### src/rtl/csr_defines.svh
`ifndef CSR_DEFINES_SVH
`define CSR_DEFINES_SVH

// Register addresses
`define CSR_CRMD    14'h000
`define CSR_PRMD    14'h001
`define CSR_ECFG    14'h004
`define CSR_ESTAT   14'h005
`define CSR_ERA     14'h006
`define CSR_BADV    14'h007
`define CSR_EENTRY  14'h00C
`define CSR_SAVE0   14'h030
`define CSR_SAVE1   14'h031
`define CSR_SAVE2   14'h032
`define CSR_SAVE3   14'h033
`define CSR_TID     14'h040
`define CSR_TCFG    14'h041
`define CSR_TVAL    14'h042
`define CSR_TICLR   14'h044

// Interrupt vector layout shared by ESTAT and ECFG
`define CSR_IRQ_BITS     13
`define CSR_HW_IRQ_BITS  8
`define CSR_TI_BIT       11

// Field positions
`define CSR_CRMD_PLV        1:0
`define CSR_CRMD_IE         2
`define CSR_CRMD_DA         3
`define CSR_CRMD_PG         4
`define CSR_PRMD_PPLV       1:0
`define CSR_PRMD_PIE        2
`define CSR_ESTAT_SOFT      1:0
`define CSR_ESTAT_HW        9:2
`define CSR_ESTAT_ECODE     21:16
`define CSR_ESTAT_ESUBCODE  30:22
`define CSR_TCFG_EN         0
`define CSR_TCFG_PERIODIC   1
`define CSR_TCFG_INITVAL    31:2
`define CSR_EENTRY_VA       31:6
`define CSR_TICLR_CLR       0

// Direct address translation after reset
`define CSR_CRMD_RESET  32'h0000_0008

`endif
### src/rtl/csr_pkg.sv
`default_nettype none

`include "csr_defines.svh"

package csr_pkg;

    typedef logic [13:0] csr_addr_t;
    typedef logic [31:0] csr_word_t;
    typedef logic [1:0]  plv_t;
    typedef logic [5:0]  ecode_t;
    typedef logic [8:0]  esubcode_t;
    typedef logic [`CSR_IRQ_BITS-1:0] irq_vec_t;

    // One completed APB write
    typedef struct packed {
        logic      en;
        csr_addr_t addr;
        csr_word_t data;
    } csr_wr_t;

    // Trap sideband from the core
    typedef struct packed {
        logic      exc;
        logic      ertn;
        ecode_t    ecode;
        esubcode_t esubcode;
        csr_word_t era;
        csr_word_t badv;
    } csr_trap_t;

    typedef enum logic [1:0] {
        IDLE,
        SETUP,
        ACCESS
    } apb_state_t;

endpackage

`default_nettype wire

### src/rtl/csr_top.sv
`timescale 1ns/1ps
`default_nettype none

`include "csr_defines.svh"

module csr_top
    import csr_pkg::*;
(
    input  logic                        clk,
    input  logic                        aresetn,
    input  logic                        psel,
    input  logic                        penable,
    input  logic                        pwrite,
    input  csr_addr_t                   paddr,
    input  csr_word_t                   pwdata,
    output csr_word_t                   prdata,
    output logic                        pready,
    output logic                        pslverr,
    input  csr_trap_t                   trap,
    input  logic [`CSR_HW_IRQ_BITS-1:0] hw_irq,
    output csr_word_t                   crmd_out,
    output csr_word_t                   era_out,
    output csr_word_t                   eentry_out,
    output logic                        cpu_interrupt
);

    csr_wr_t   wr;
    irq_vec_t  ecfg_lie;
    logic      timer_irq;
    csr_word_t prmd;
    csr_word_t estat;
    csr_word_t badv;
    csr_word_t tcfg;
    csr_word_t tval;
    csr_word_t ecfg;
    csr_word_t save0;
    csr_word_t save1;
    csr_word_t save2;
    csr_word_t save3;
    csr_word_t tid;

    csr_apb_port u_apb_port (
        .clk     (clk),
        .aresetn (aresetn),
        .psel    (psel),
        .penable (penable),
        .pwrite  (pwrite),
        .paddr   (paddr),
        .pwdata  (pwdata),
        .pready  (pready),
        .wr      (wr)
    );

    csr_trap_regs u_trap_regs (
        .clk           (clk),
        .aresetn       (aresetn),
        .wr            (wr),
        .trap          (trap),
        .hw_irq        (hw_irq),
        .ecfg_lie      (ecfg_lie),
        .timer_irq     (timer_irq),
        .crmd          (crmd_out),
        .prmd          (prmd),
        .estat         (estat),
        .era           (era_out),
        .badv          (badv),
        .cpu_interrupt (cpu_interrupt)
    );

    csr_timer u_timer (
        .clk       (clk),
        .aresetn   (aresetn),
        .wr        (wr),
        .tcfg      (tcfg),
        .tval      (tval),
        .timer_irq (timer_irq)
    );

    csr_sys_regs u_sys_regs (
        .clk      (clk),
        .aresetn  (aresetn),
        .wr       (wr),
        .ecfg     (ecfg),
        .eentry   (eentry_out),
        .save0    (save0),
        .save1    (save1),
        .save2    (save2),
        .save3    (save3),
        .tid      (tid),
        .ecfg_lie (ecfg_lie)
    );

    csr_read_select u_read_select (
        .paddr   (paddr),
        .crmd    (crmd_out),
        .prmd    (prmd),
        .ecfg    (ecfg),
        .estat   (estat),
        .era     (era_out),
        .badv    (badv),
        .eentry  (eentry_out),
        .save0   (save0),
        .save1   (save1),
        .save2   (save2),
        .save3   (save3),
        .tid     (tid),
        .tcfg    (tcfg),
        .tval    (tval),
        .prdata  (prdata),
        .pslverr (pslverr)
    );

endmodule

`default_nettype wire

### src/rtl/csr_read_select.sv
`timescale 1ns/1ps
`default_nettype none

`include "csr_defines.svh"

module csr_read_select
    import csr_pkg::*;
(
    input  csr_addr_t paddr,
    input  csr_word_t crmd,
    input  csr_word_t prmd,
    input  csr_word_t ecfg,
    input  csr_word_t estat,
    input  csr_word_t era,
    input  csr_word_t badv,
    input  csr_word_t eentry,
    input  csr_word_t save0,
    input  csr_word_t save1,
    input  csr_word_t save2,
    input  csr_word_t save3,
    input  csr_word_t tid,
    input  csr_word_t tcfg,
    input  csr_word_t tval,
    output csr_word_t prdata,
    output logic      pslverr
);

    always_comb begin
        prdata  = '0;
        pslverr = 1'b0;
        case (paddr)
            `CSR_CRMD:   prdata = crmd;
            `CSR_PRMD:   prdata = prmd;
            `CSR_ECFG:   prdata = ecfg;
            `CSR_ESTAT:  prdata = estat;
            `CSR_ERA:    prdata = era;
            `CSR_BADV:   prdata = badv;
            `CSR_EENTRY: prdata = eentry;
            `CSR_SAVE0:  prdata = save0;
            `CSR_SAVE1:  prdata = save1;
            `CSR_SAVE2:  prdata = save2;
            `CSR_SAVE3:  prdata = save3;
            `CSR_TID:    prdata = tid;
            `CSR_TCFG:   prdata = tcfg;
            `CSR_TVAL:   prdata = tval;
            // Write-only clear port
            `CSR_TICLR:  prdata = '0;
            default: begin
                prdata  = '0;
                pslverr = 1'b1;
            end
        endcase
    end

endmodule

`default_nettype wire

### src/rtl/csr_sys_regs.sv
`timescale 1ns/1ps
`default_nettype none

`include "csr_defines.svh"

module csr_sys_regs
    import csr_pkg::*;
(
    input  logic      clk,
    input  logic      aresetn,
    input  csr_wr_t   wr,
    output csr_word_t ecfg,
    output csr_word_t eentry,
    output csr_word_t save0,
    output csr_word_t save1,
    output csr_word_t save2,
    output csr_word_t save3,
    output csr_word_t tid,
    output irq_vec_t  ecfg_lie
);

    irq_vec_t               lie_q;
    logic [`CSR_EENTRY_VA]  eentry_va_q;
    csr_word_t              save_q [4];
    csr_word_t              tid_q;

    always_ff @(posedge clk) begin
        if (!aresetn) begin
            lie_q       <= '0;
            eentry_va_q <= '0;
            tid_q       <= '0;
            for (int i = 0; i < 4; i++) begin
                save_q[i] <= '0;
            end
        end else if (wr.en) begin
            if (wr.addr == `CSR_ECFG) begin
                lie_q <= wr.data[`CSR_IRQ_BITS-1:0];
            end
            if (wr.addr == `CSR_EENTRY) begin
                eentry_va_q <= wr.data[`CSR_EENTRY_VA];
            end
            if (wr.addr == `CSR_TID) begin
                tid_q <= wr.data;
            end
            // SAVE0..3 sit on consecutive addresses
            for (int i = 0; i < 4; i++) begin
                if (wr.addr == csr_addr_t'(`CSR_SAVE0 + i)) begin
                    save_q[i] <= wr.data;
                end
            end
        end
    end

    assign ecfg     = {{(32-`CSR_IRQ_BITS){1'b0}}, lie_q};
    assign eentry   = {eentry_va_q, 6'b0};
    assign save0    = save_q[0];
    assign save1    = save_q[1];
    assign save2    = save_q[2];
    assign save3    = save_q[3];
    assign tid      = tid_q;
    assign ecfg_lie = lie_q;

endmodule

`default_nettype wire

### src/rtl/csr_timer.sv
`timescale 1ns/1ps
`default_nettype none

`include "csr_defines.svh"

module csr_timer
    import csr_pkg::*;
(
    input  logic      clk,
    input  logic      aresetn,
    input  csr_wr_t   wr,
    output csr_word_t tcfg,
    output csr_word_t tval,
    output logic      timer_irq
);

    logic                        en_q;
    logic                        periodic_q;
    logic [`CSR_TCFG_INITVAL]    initval_q;
    csr_word_t                   tval_q;
    logic                        flag_q;
    logic                        tcfg_load;
    logic                        ticlr_hit;
    logic                        expire;

    assign tcfg_load = wr.en && (wr.addr == `CSR_TCFG);
    assign ticlr_hit = wr.en && (wr.addr == `CSR_TICLR) && wr.data[`CSR_TICLR_CLR];

    // Counter crosses 1 to 0 on this edge
    assign expire = en_q && (tval_q == 32'd1) && !tcfg_load;

    always_ff @(posedge clk) begin
        if (!aresetn) begin
            en_q       <= 1'b0;
            periodic_q <= 1'b0;
            initval_q  <= '0;
            tval_q     <= '0;
        end else if (tcfg_load) begin
            en_q       <= wr.data[`CSR_TCFG_EN];
            periodic_q <= wr.data[`CSR_TCFG_PERIODIC];
            initval_q  <= wr.data[`CSR_TCFG_INITVAL];
            tval_q     <= {wr.data[`CSR_TCFG_INITVAL], 2'b00};
        end else if (en_q) begin
            if (tval_q != '0) begin
                tval_q <= tval_q - 32'd1;
            end else if (periodic_q) begin
                tval_q <= {initval_q, 2'b00};
            end
        end
    end

    // Set wins over a clear on the same edge
    always_ff @(posedge clk) begin
        if (!aresetn) begin
            flag_q <= 1'b0;
        end else if (expire) begin
            flag_q <= 1'b1;
        end else if (ticlr_hit) begin
            flag_q <= 1'b0;
        end
    end

    assign tcfg      = {initval_q, periodic_q, en_q};
    assign tval      = tval_q;
    assign timer_irq = flag_q;

    a_tval_frozen: assert property (@(posedge clk) disable iff (!aresetn)
        (!en_q && !tcfg_load) |=> $stable(tval_q))
        else $error("TVAL moved while the timer was disabled");

endmodule

`default_nettype wire

### src/rtl/csr_trap_regs.sv
`timescale 1ns/1ps
`default_nettype none

`include "csr_defines.svh"

module csr_trap_regs
    import csr_pkg::*;
(
    input  logic                        clk,
    input  logic                        aresetn,
    input  csr_wr_t                     wr,
    input  csr_trap_t                   trap,
    input  logic [`CSR_HW_IRQ_BITS-1:0] hw_irq,
    input  irq_vec_t                    ecfg_lie,
    input  logic                        timer_irq,
    output csr_word_t                   crmd,
    output csr_word_t                   prmd,
    output csr_word_t                   estat,
    output csr_word_t                   era,
    output csr_word_t                   badv,
    output logic                        cpu_interrupt
);

    localparam csr_word_t CRMD_RST = `CSR_CRMD_RESET;

    plv_t                        plv_q;
    logic                        ie_q;
    logic                        da_q;
    logic                        pg_q;
    plv_t                        pplv_q;
    logic                        pie_q;
    logic [1:0]                  soft_q;
    logic [`CSR_HW_IRQ_BITS-1:0] hw_q;
    ecode_t                      ecode_q;
    esubcode_t                   esubcode_q;
    csr_word_t                   era_q;
    csr_word_t                   badv_q;
    irq_vec_t                    is_vec;
    logic                        wr_crmd;
    logic                        wr_prmd;
    logic                        wr_estat;
    logic                        wr_era;
    logic                        wr_badv;

    assign wr_crmd  = wr.en && (wr.addr == `CSR_CRMD);
    assign wr_prmd  = wr.en && (wr.addr == `CSR_PRMD);
    assign wr_estat = wr.en && (wr.addr == `CSR_ESTAT);
    assign wr_era   = wr.en && (wr.addr == `CSR_ERA);
    assign wr_badv  = wr.en && (wr.addr == `CSR_BADV);

    // Return beats exception beats software
    always_ff @(posedge clk) begin
        if (!aresetn) begin
            plv_q <= CRMD_RST[`CSR_CRMD_PLV];
            ie_q  <= CRMD_RST[`CSR_CRMD_IE];
            da_q  <= CRMD_RST[`CSR_CRMD_DA];
            pg_q  <= CRMD_RST[`CSR_CRMD_PG];
        end else if (trap.ertn) begin
            plv_q <= pplv_q;
            ie_q  <= pie_q;
        end else if (trap.exc) begin
            plv_q <= '0;
            ie_q  <= 1'b0;
        end else if (wr_crmd) begin
            plv_q <= wr.data[`CSR_CRMD_PLV];
            ie_q  <= wr.data[`CSR_CRMD_IE];
            // DA/PG only take a legal one-hot pair
            if (wr.data[`CSR_CRMD_DA] ^ wr.data[`CSR_CRMD_PG]) begin
                da_q <= wr.data[`CSR_CRMD_DA];
                pg_q <= wr.data[`CSR_CRMD_PG];
            end
        end
    end

    always_ff @(posedge clk) begin
        if (!aresetn) begin
            pplv_q     <= '0;
            pie_q      <= 1'b0;
            ecode_q    <= '0;
            esubcode_q <= '0;
            era_q      <= '0;
            badv_q     <= '0;
            soft_q     <= '0;
        end else if (trap.exc) begin
            pplv_q     <= plv_q;
            pie_q      <= ie_q;
            ecode_q    <= trap.ecode;
            esubcode_q <= trap.esubcode;
            era_q      <= trap.era;
            badv_q     <= trap.badv;
        end else begin
            if (wr_prmd) begin
                pplv_q <= wr.data[`CSR_PRMD_PPLV];
                pie_q  <= wr.data[`CSR_PRMD_PIE];
            end
            if (wr_estat) begin
                soft_q <= wr.data[`CSR_ESTAT_SOFT];
            end
            if (wr_era) begin
                era_q <= wr.data;
            end
            if (wr_badv) begin
                badv_q <= wr.data;
            end
        end
    end

    // Hardware lines are sampled once
    always_ff @(posedge clk) begin
        if (!aresetn) begin
            hw_q <= '0;
        end else begin
            hw_q <= hw_irq;
        end
    end

    always_comb begin
        is_vec                   = '0;
        is_vec[`CSR_ESTAT_SOFT]  = soft_q;
        is_vec[`CSR_ESTAT_HW]    = hw_q;
        is_vec[`CSR_TI_BIT]      = timer_irq;

        crmd                 = '0;
        crmd[`CSR_CRMD_PLV]  = plv_q;
        crmd[`CSR_CRMD_IE]   = ie_q;
        crmd[`CSR_CRMD_DA]   = da_q;
        crmd[`CSR_CRMD_PG]   = pg_q;

        prmd                 = '0;
        prmd[`CSR_PRMD_PPLV] = pplv_q;
        prmd[`CSR_PRMD_PIE]  = pie_q;

        estat                       = '0;
        estat[`CSR_IRQ_BITS-1:0]    = is_vec;
        estat[`CSR_ESTAT_ECODE]     = ecode_q;
        estat[`CSR_ESTAT_ESUBCODE]  = esubcode_q;
    end

    assign era           = era_q;
    assign badv          = badv_q;
    assign cpu_interrupt = ie_q && |(is_vec & ecfg_lie);

    a_trap_exclusive: assert property (@(posedge clk) disable iff (!aresetn)
        !(trap.exc && trap.ertn))
        else $error("exception entry and return in the same cycle");

endmodule

`default_nettype wire

### src/rtl/csr_apb_port.sv
`timescale 1ns/1ps
`default_nettype none

module csr_apb_port
    import csr_pkg::*;
(
    input  logic      clk,
    input  logic      aresetn,
    input  logic      psel,
    input  logic      penable,
    input  logic      pwrite,
    input  csr_addr_t paddr,
    input  csr_word_t pwdata,
    output logic      pready,
    output csr_wr_t   wr
);

    apb_state_t phase;
    apb_state_t state_q;
    logic       access_ok;

    // Phase seen on the bus this cycle
    always_comb begin
        if (!psel) begin
            phase = IDLE;
        end else if (!penable) begin
            phase = SETUP;
        end else begin
            phase = ACCESS;
        end
    end

    always_ff @(posedge clk) begin
        if (!aresetn) begin
            state_q <= IDLE;
        end else begin
            state_q <= phase;
        end
    end

    // Zero wait states put every access right after its setup
    assign access_ok = (phase == ACCESS) && (state_q == SETUP);
    assign pready    = (phase == ACCESS);

    always_comb begin
        wr.en   = access_ok && pwrite;
        wr.addr = paddr;
        wr.data = pwdata;
    end

    a_access_after_setup: assert property (@(posedge clk) disable iff (!aresetn)
        $rose(penable) |-> state_q == SETUP)
        else $error("penable rose without a setup cycle");

    a_addr_stable: assert property (@(posedge clk) disable iff (!aresetn)
        access_ok |-> $stable(paddr))
        else $error("paddr changed between setup and access");

endmodule

`default_nettype wire

### config.mk
export PLATFORM = sky130hd
export DESIGN_NAME = csr_top
export DESIGN_NICKNAME = d
export VERILOG_FILES = /design/src/rtl/csr_pkg.sv /design/src/rtl/csr_top.sv /design/src/rtl/csr_read_select.sv /design/src/rtl/csr_sys_regs.sv /design/src/rtl/csr_timer.sv /design/src/rtl/csr_trap_regs.sv /design/src/rtl/csr_apb_port.sv
export VERILOG_INCLUDE_DIRS = /design/src /design/src/rtl
export SDC_FILE = /design/constraint.sdc
export NUM_CORES = 1
export LEC_CHECK = 0
export ABC_AREA = 1
export BUFFER_PORTS_ARGS = -buffer_cell sky130_fd_sc_hd__buf_4
export CAP_MARGIN = 30
export CORE_ASPECT_RATIO = 1.4
export CORE_MARGIN = 2
export CORE_UTILIZATION = 31
export CTS_CLUSTER_DIAMETER = 30
export DETAILED_ROUTE_END_ITERATION = 10
export PLACE_DENSITY_LB_ADDON = 0.1
export SKIP_CTS_REPAIR_TIMING = 1
export SYNTH_ARGS = -nofsm -noshare
export SYNTH_HDL_FRONTEND = slang
export SYNTH_SLANG_ARGS = --single-unit
### constraint.sdc
create_clock -name clk -period 5.97 [get_ports clk]
set_clock_uncertainty 0.15 [all_clocks]
set_input_delay 1.194 -clock clk [delete_from_list [all_inputs] [get_ports clk]]
set_output_delay 1.194 -clock clk [all_outputs]
set_load 0.05 [all_outputs]
; After elaboration in Yosys (flattened, before gate mapping)
; Memories as Yosys holds them, arrays and structs flattened.
; Index checks and enable logic that the tools add are counted.
[totals]
regBits = 235
mem_bits_rw = 128
input_bits = 140
output_inout_bits = 131
word_cells = 129
mem_count = 1
[op_classes]
addsub = 1
n_eq_ne = 17
n_mux = 45
n_bitwise = 9
n_reduce_logical = 34
[memory_table]
columns = name, words, width, rd, rd_clocked_by_memory_dff, wr, line
row1 = u_sys_regs.save_q, 4, 32, 4, 0, 4, csr_sys_regs.sv:24  ; csr_word_t save_q [4];
[op_table]
columns = cell, n
row1 = one-hot mux 32 bit (14 select lines), 1
row2 = 2-to-1 mux 32 bit, 12
row3 = equality test 14 x 3 -> 1 bit (second input constant), 4
row4 = equality test 14 x 6 -> 1 bit (second input constant), 4
row5 = equality test 14 x 7 -> 1 bit (second input constant), 4
row6 = equality test 32 x 1 -> 1 bit (second input constant), 1
row7 = nonzero test 32 bit, 1
row8 = subtractor 32 x 1 -> 32 bit (second input constant), 1
row9 = 2-to-1 mux 1 bit, 25
row10 = OR reduction 15 bit, 1
row11 = equality test 14 x 1 -> 1 bit (second input constant), 1
row12 = equality test 14 x 4 -> 1 bit (second input constant), 1
row13 = zero test 14 bit, 1
row14 = 2-to-1 mux 2 bit, 7
row15 = bitwise AND 12 x 13 -> 13 bit, 1
row16 = logical AND 1 bit, 13
row17 = OR reduction 13 bit, 1
row18 = AND reduction 2 bit, 6
row19 = nonzero test 2 bit, 6
row20 = nonzero test 3 bit, 2
row21 = bitwise OR 1 bit, 4
row22 = AND reduction 4 bit, 1
row23 = inverter 1 bit, 3
row24 = equality test 2 x 1 -> 1 bit (second input constant), 1
row25 = other kinds (4), 4

; Longest topological paths before layout
[logic_depth]
ltp_word = 9
mapped_depth = 14
mapped_depth_nobuf = 13

; Hierarchy
; From an unflattened synthesis, not the netlist that was laid out.
[hier_totals]
cells_unflattened = 3509
area_unflattened_um2 = 23133.4
[by_module_without_submodules]
columns = module, n_inst, cells_per_inst, area_each_um2, seq_area_each_um2
row1 = csr_sys_regs, 1, 839, 8095.3, 5265.0
row2 = csr_read_select, 1, 1217, 5295.1, 0.0
row3 = csr_trap_regs, 1, 739, 5257.5, 1941.9
row4 = csr_timer, 1, 657, 4060.1, 1301.2
row5 = csr_apb_port, 1, 57, 425.4, 40.0

; Least setup slack after synthesis
; Ideal clock, no wire load.
[synth_path]
path_kind = input -> register
start = input port paddr[11]
end = memory u_sys_regs.save_q[1][0] in the netlist's numbering (enable)
setup_time_ps = 466
t_arrival_ps = 4299
required_ps = 5354
slack_ps = 1055
path_stages = 8
path_buffers = 1
cell_sequence = nor2_1 -> nand2_1 -> nor2_4 -> buf_6 -> nand2_2 -> nor2_2 -> nand3_1 -> o21ai_0
[synth_lines]
columns = item, line
row1 = from (decl), csr_top.sv:14  ; input csr_addr_t paddr,
row2 = to (decl), csr_sys_regs.sv:24

; Final worst setup path
[layout_path]
start = input port paddr[9]
end = output port prdata[25]
[layout_via]
elab_chain_len = 2
elab_cells_between_ends = 15
cone_classes = eq/ne: 13 / mux: 1 / reduce/logical: 1
[layout_rtl]
columns = item, line
row1 = equality test 14 x 7 -> 1 bit (tied with other cells), csr_read_select.sv:31  ; case (paddr)
row2 = one-hot mux 32 bit (14 select lines) (*), csr_read_select.sv:31
row3 = to (decl), csr_top.sv:16  ; output csr_word_t prdata,
; Mark *: on every way between the ends. The rest lies on a longest branch, timed or not.

==> metrics.cfg <==
[synthesis]
ys_seq_area_frac = 0.4704
synth_edf_count = 128
ys_seq_elements = 363
yosysWarningCount = 0
async_reset_ff_frac = 0
yosysTopAreaCellShare = 0.2589
ys_types = 43
yosysMostFrequentCell = nand2_1
synthesis.area_sq_um = 18170
yosys.area.top_type = dfxtp_1
synth_area_leaders = dfxtp_1, edfxtp_1, nand2_1
avgSynthCellArea_sq_um = 7.147
synth.top_cells.by_count = nand2_1, nor2_1, dfxtp_1
synth_flop_cell = dfxtp_1
synthCells = 2543

[global_routing]
grt.overflow.total = 0
busiest_layer = met2
grt_use_met1 = 0.3492
grt_pass1_vias = 17300
globalRouteMet2Util = 0.4175
antenna_found_initial = 0
use_met3 = 0.03761
grt_pass1_wl_mm = 115.1
grt_use_total = 0.2563
grt_max_degree = 95

[routing]
drc = 0
drt_wl_total_mm = 79.18
viasPerCell = 5.022
vias = 18030
detail_route.wl_per_cell_um = 22.05
postRouteAntennaNets = 0
dr.pass1.iters = 6
dr.first_iter.drc_count = 1458

[finish]
final_cells = 3590
post_route_cells_drive_above_1_share = 0.1640
fin_area_sq_um = 23400
nets = 2915
n_antenna_cell = 0
area_growth_syn_to_layout_pct = 28.74

[timing]
hold_viol = 0
worstMarginPinSlew_ns = 1.004
fin_tns_setup_ns = 0
slew_viol_final = 0
finalSetupViolCount = 0
min_period_ns = 5.107
rsz0062_at_grt = no
finalCritPeriodShare = 0.8555
slew_headroom = 0.3301
fmax_mhz = 195.8

[worst_setup_path]
cp_num_cells = 14
path_max_fanout = 25
crit_family = simple AND/OR/NAND/NOR gates
reg2reg_to = u_timer.tval[3]
crit_start = paddr[9]
reg2regPathDepth = 9
r2r_setup_slack_ns = 2.89
critical_path_class = in -> out
path_buf_inv = 5
cp.arrival_ns = 3.76
end_kind = output port
slowest_delay_ns = 0.50
crit_chain = buf_4 -> nor2_1 -> nand2_1 -> nor2_4 -> nand2_2 -> inv_2 -> nand3_1 -> inv_2 -> buf_4 -> nand2_1 -> nand2_1 -> a21oi_1 -> nand3_1 -> buf_4
slowest_stage = inv_2
start_kind = primary input
cp.required_ns = 4.63
crit_path_end = prdata[25]
reg2reg_from = u_apb_port.state_q[1]

[pwr]
power.switching_w = 0.001906
p_per_area_nw_per_um2 = 332.0
swShare = 0.2454
ir_worst_vdd_mv = 0.1921
internal-power_w = 0.005861
p_leak_nw = 10.56
p_seq_frac = 0.343
power_w = 0.007767
p_comb_frac = 0.060
clkPwrFrac = 0.597

[place]
hpwl_mm = 57.42
dp.cells = 3438
placed_area_sq_um = 20540
io_buffers = 237
gp_congestion = 0.8962

[clock_network]
root_buffer = clkbuf_16
numCtsBuffers = 81
cts_tree = yes
cts_num_sinks = 363
clockBufferDepth = 3
path_clk_slew_ns = 0.04
htreeDepth = 3
worstSkewPairLatency_ns = 0.62

[outcome]
status = finished clean

[floorplanning]
fp.coreArea_sq_um = 58330
initial_core_util = 0.3116
num_rows = 105
die_h_um = 290.5
die_x_um = 208.6
io_pins = 271
dieArea_sq_um = 60610

[worst_hold_path]
hold_path.class = reg -> reg
whs_path_depth = 2

[run]
maxCapViolations = 0

## registers in the layout (all words and copies together) (netlist names), 2 cells and up
name	cells
u_trap_regs.plv_q	2
u_apb_port.state_q	2
u_trap_regs.esubcode_q	9
u_trap_regs.soft_q	2
u_timer.initval_q	30
u_sys_regs.eentry_va_q	26
u_sys_regs.save_q	128
u_timer.tval	32
u_trap_regs.hw_q	8
u_trap_regs.ecode_q	6
u_trap_regs.pplv_q	2
u_trap_regs.badv	32
u_sys_regs.ecfg_lie	13
u_trap_regs.era	32
u_sys_regs.tid	32
## worst min-delay path: stages (launching register included)
cell and delay [ns]:
dfxtp_1 0.30, inv_1 0.05, a211oi_1 0.06
## power by group through the flow
stage,Clock [W],Combinational [W],Sequential [W]
3_3_place_gp,0,0.000464,0.00271
3_5_place_dp,0,0.000466,0.00271
2_1_floorplan,0,0.000224,0.00275
6_report,0.00464,0.000467,0.00266
5_1_grt,0.00483,0.000502,0.00267
4_1_cts,0.00470,0.000468,0.00266
## final cells by class
type / count / area, sq um
repair buffers: 273 / 2135
flip-flops and latches: 363 / 8548
clock inverters: 47 / 569.3
multi-input cells: 1822 / 8054
well taps: 749 / 937.1
fillers: 6214 / 34930
clock buffers: 105 / 2282
inverters: 231 / 870.8
## cell families after synthesis
logic type	Yosys count	share of synthesized area
and+or+nand+nor	1338	0.2957
other	1	0.0002063
buffers and inverters	390	0.09494
adders and majority gates	3	0.002066
DFF	363	0.4704
AOI/OAI and AO/OA	433	0.1295
xor gates and xnor gates	15	0.007229
## worst min path at each step
| stage | from | end | slack, ns |
|---|---|---|---|
| after floorplan | u_sys_regs.ecfg_lie[10] | u_sys_regs.ecfg_lie[10] | 0.27 |
| after global placement | u_sys_regs.tid[0] | u_sys_regs.tid[0] | 0.29 |
| after detailed placement | u_sys_regs.tid[4] | u_sys_regs.tid[4] | 0.29 |
| after CTS | u_sys_regs.tid[0] | u_sys_regs.tid[0] | 0.30 |
| after global routing | u_trap_regs.badv[29] | u_trap_regs.badv[29] | 0.32 |
| final | u_sys_regs.tid[4] | u_sys_regs.tid[4] | 0.31 |
## placed cells by master (no fill, tap or decap), types with 4 or more instances in the layout
cell and count:
clkbuf_8 8, nor2_2 12, clkinv_2 14, xnor2_1 4
nand2_2 12, xor2_1 11, clkbuf_1 12, clkinvlp_4 9
o21ai_0 207, edfxtp_1 128, buf_4 268, o21ai_1 4
clkbuf_16 85, nor2_1 491, clkinv_1 9, dfxtp_1 235
inv_1 215, bufinv_16 9, nor2_4 8, nor3_1 7
a21oi_1 134, inv_2 12, nand2_1 684, a211oi_1 33
nand3_2 4, nand2_4 4, inv_16 5, nand4_1 12
o22ai_1 36, conb_1 33, nand3_1 97
## stage by stage
step / util / setup slack [ns] / hold WS [ns]
floorplan: - / 1.055 / 0.2737
global placement: 0.3507 / 0.7671 / 0.2876
detailed placement: 0.3522 / 0.8148 / 0.2945
CTS: 0.4011 / 0.8081 / 0.3046
global route: 0.4011 / 0.6906 / 0.3198
finish: 0.4011 / 0.8627 / 0.3079
## routing by layer
metal / vias up / share of wire / routed length [um]
li1: 8602 / - / -
met1: 8572 / 0.44 / 34870
met2: 752 / 0.47 / 36920
met3: 102 / 0.068 / 5391
met4: 0 / 0.025 / 1997
met5: - / 0 / 0
No activity file was read; power rests on OpenSTA's default activity.
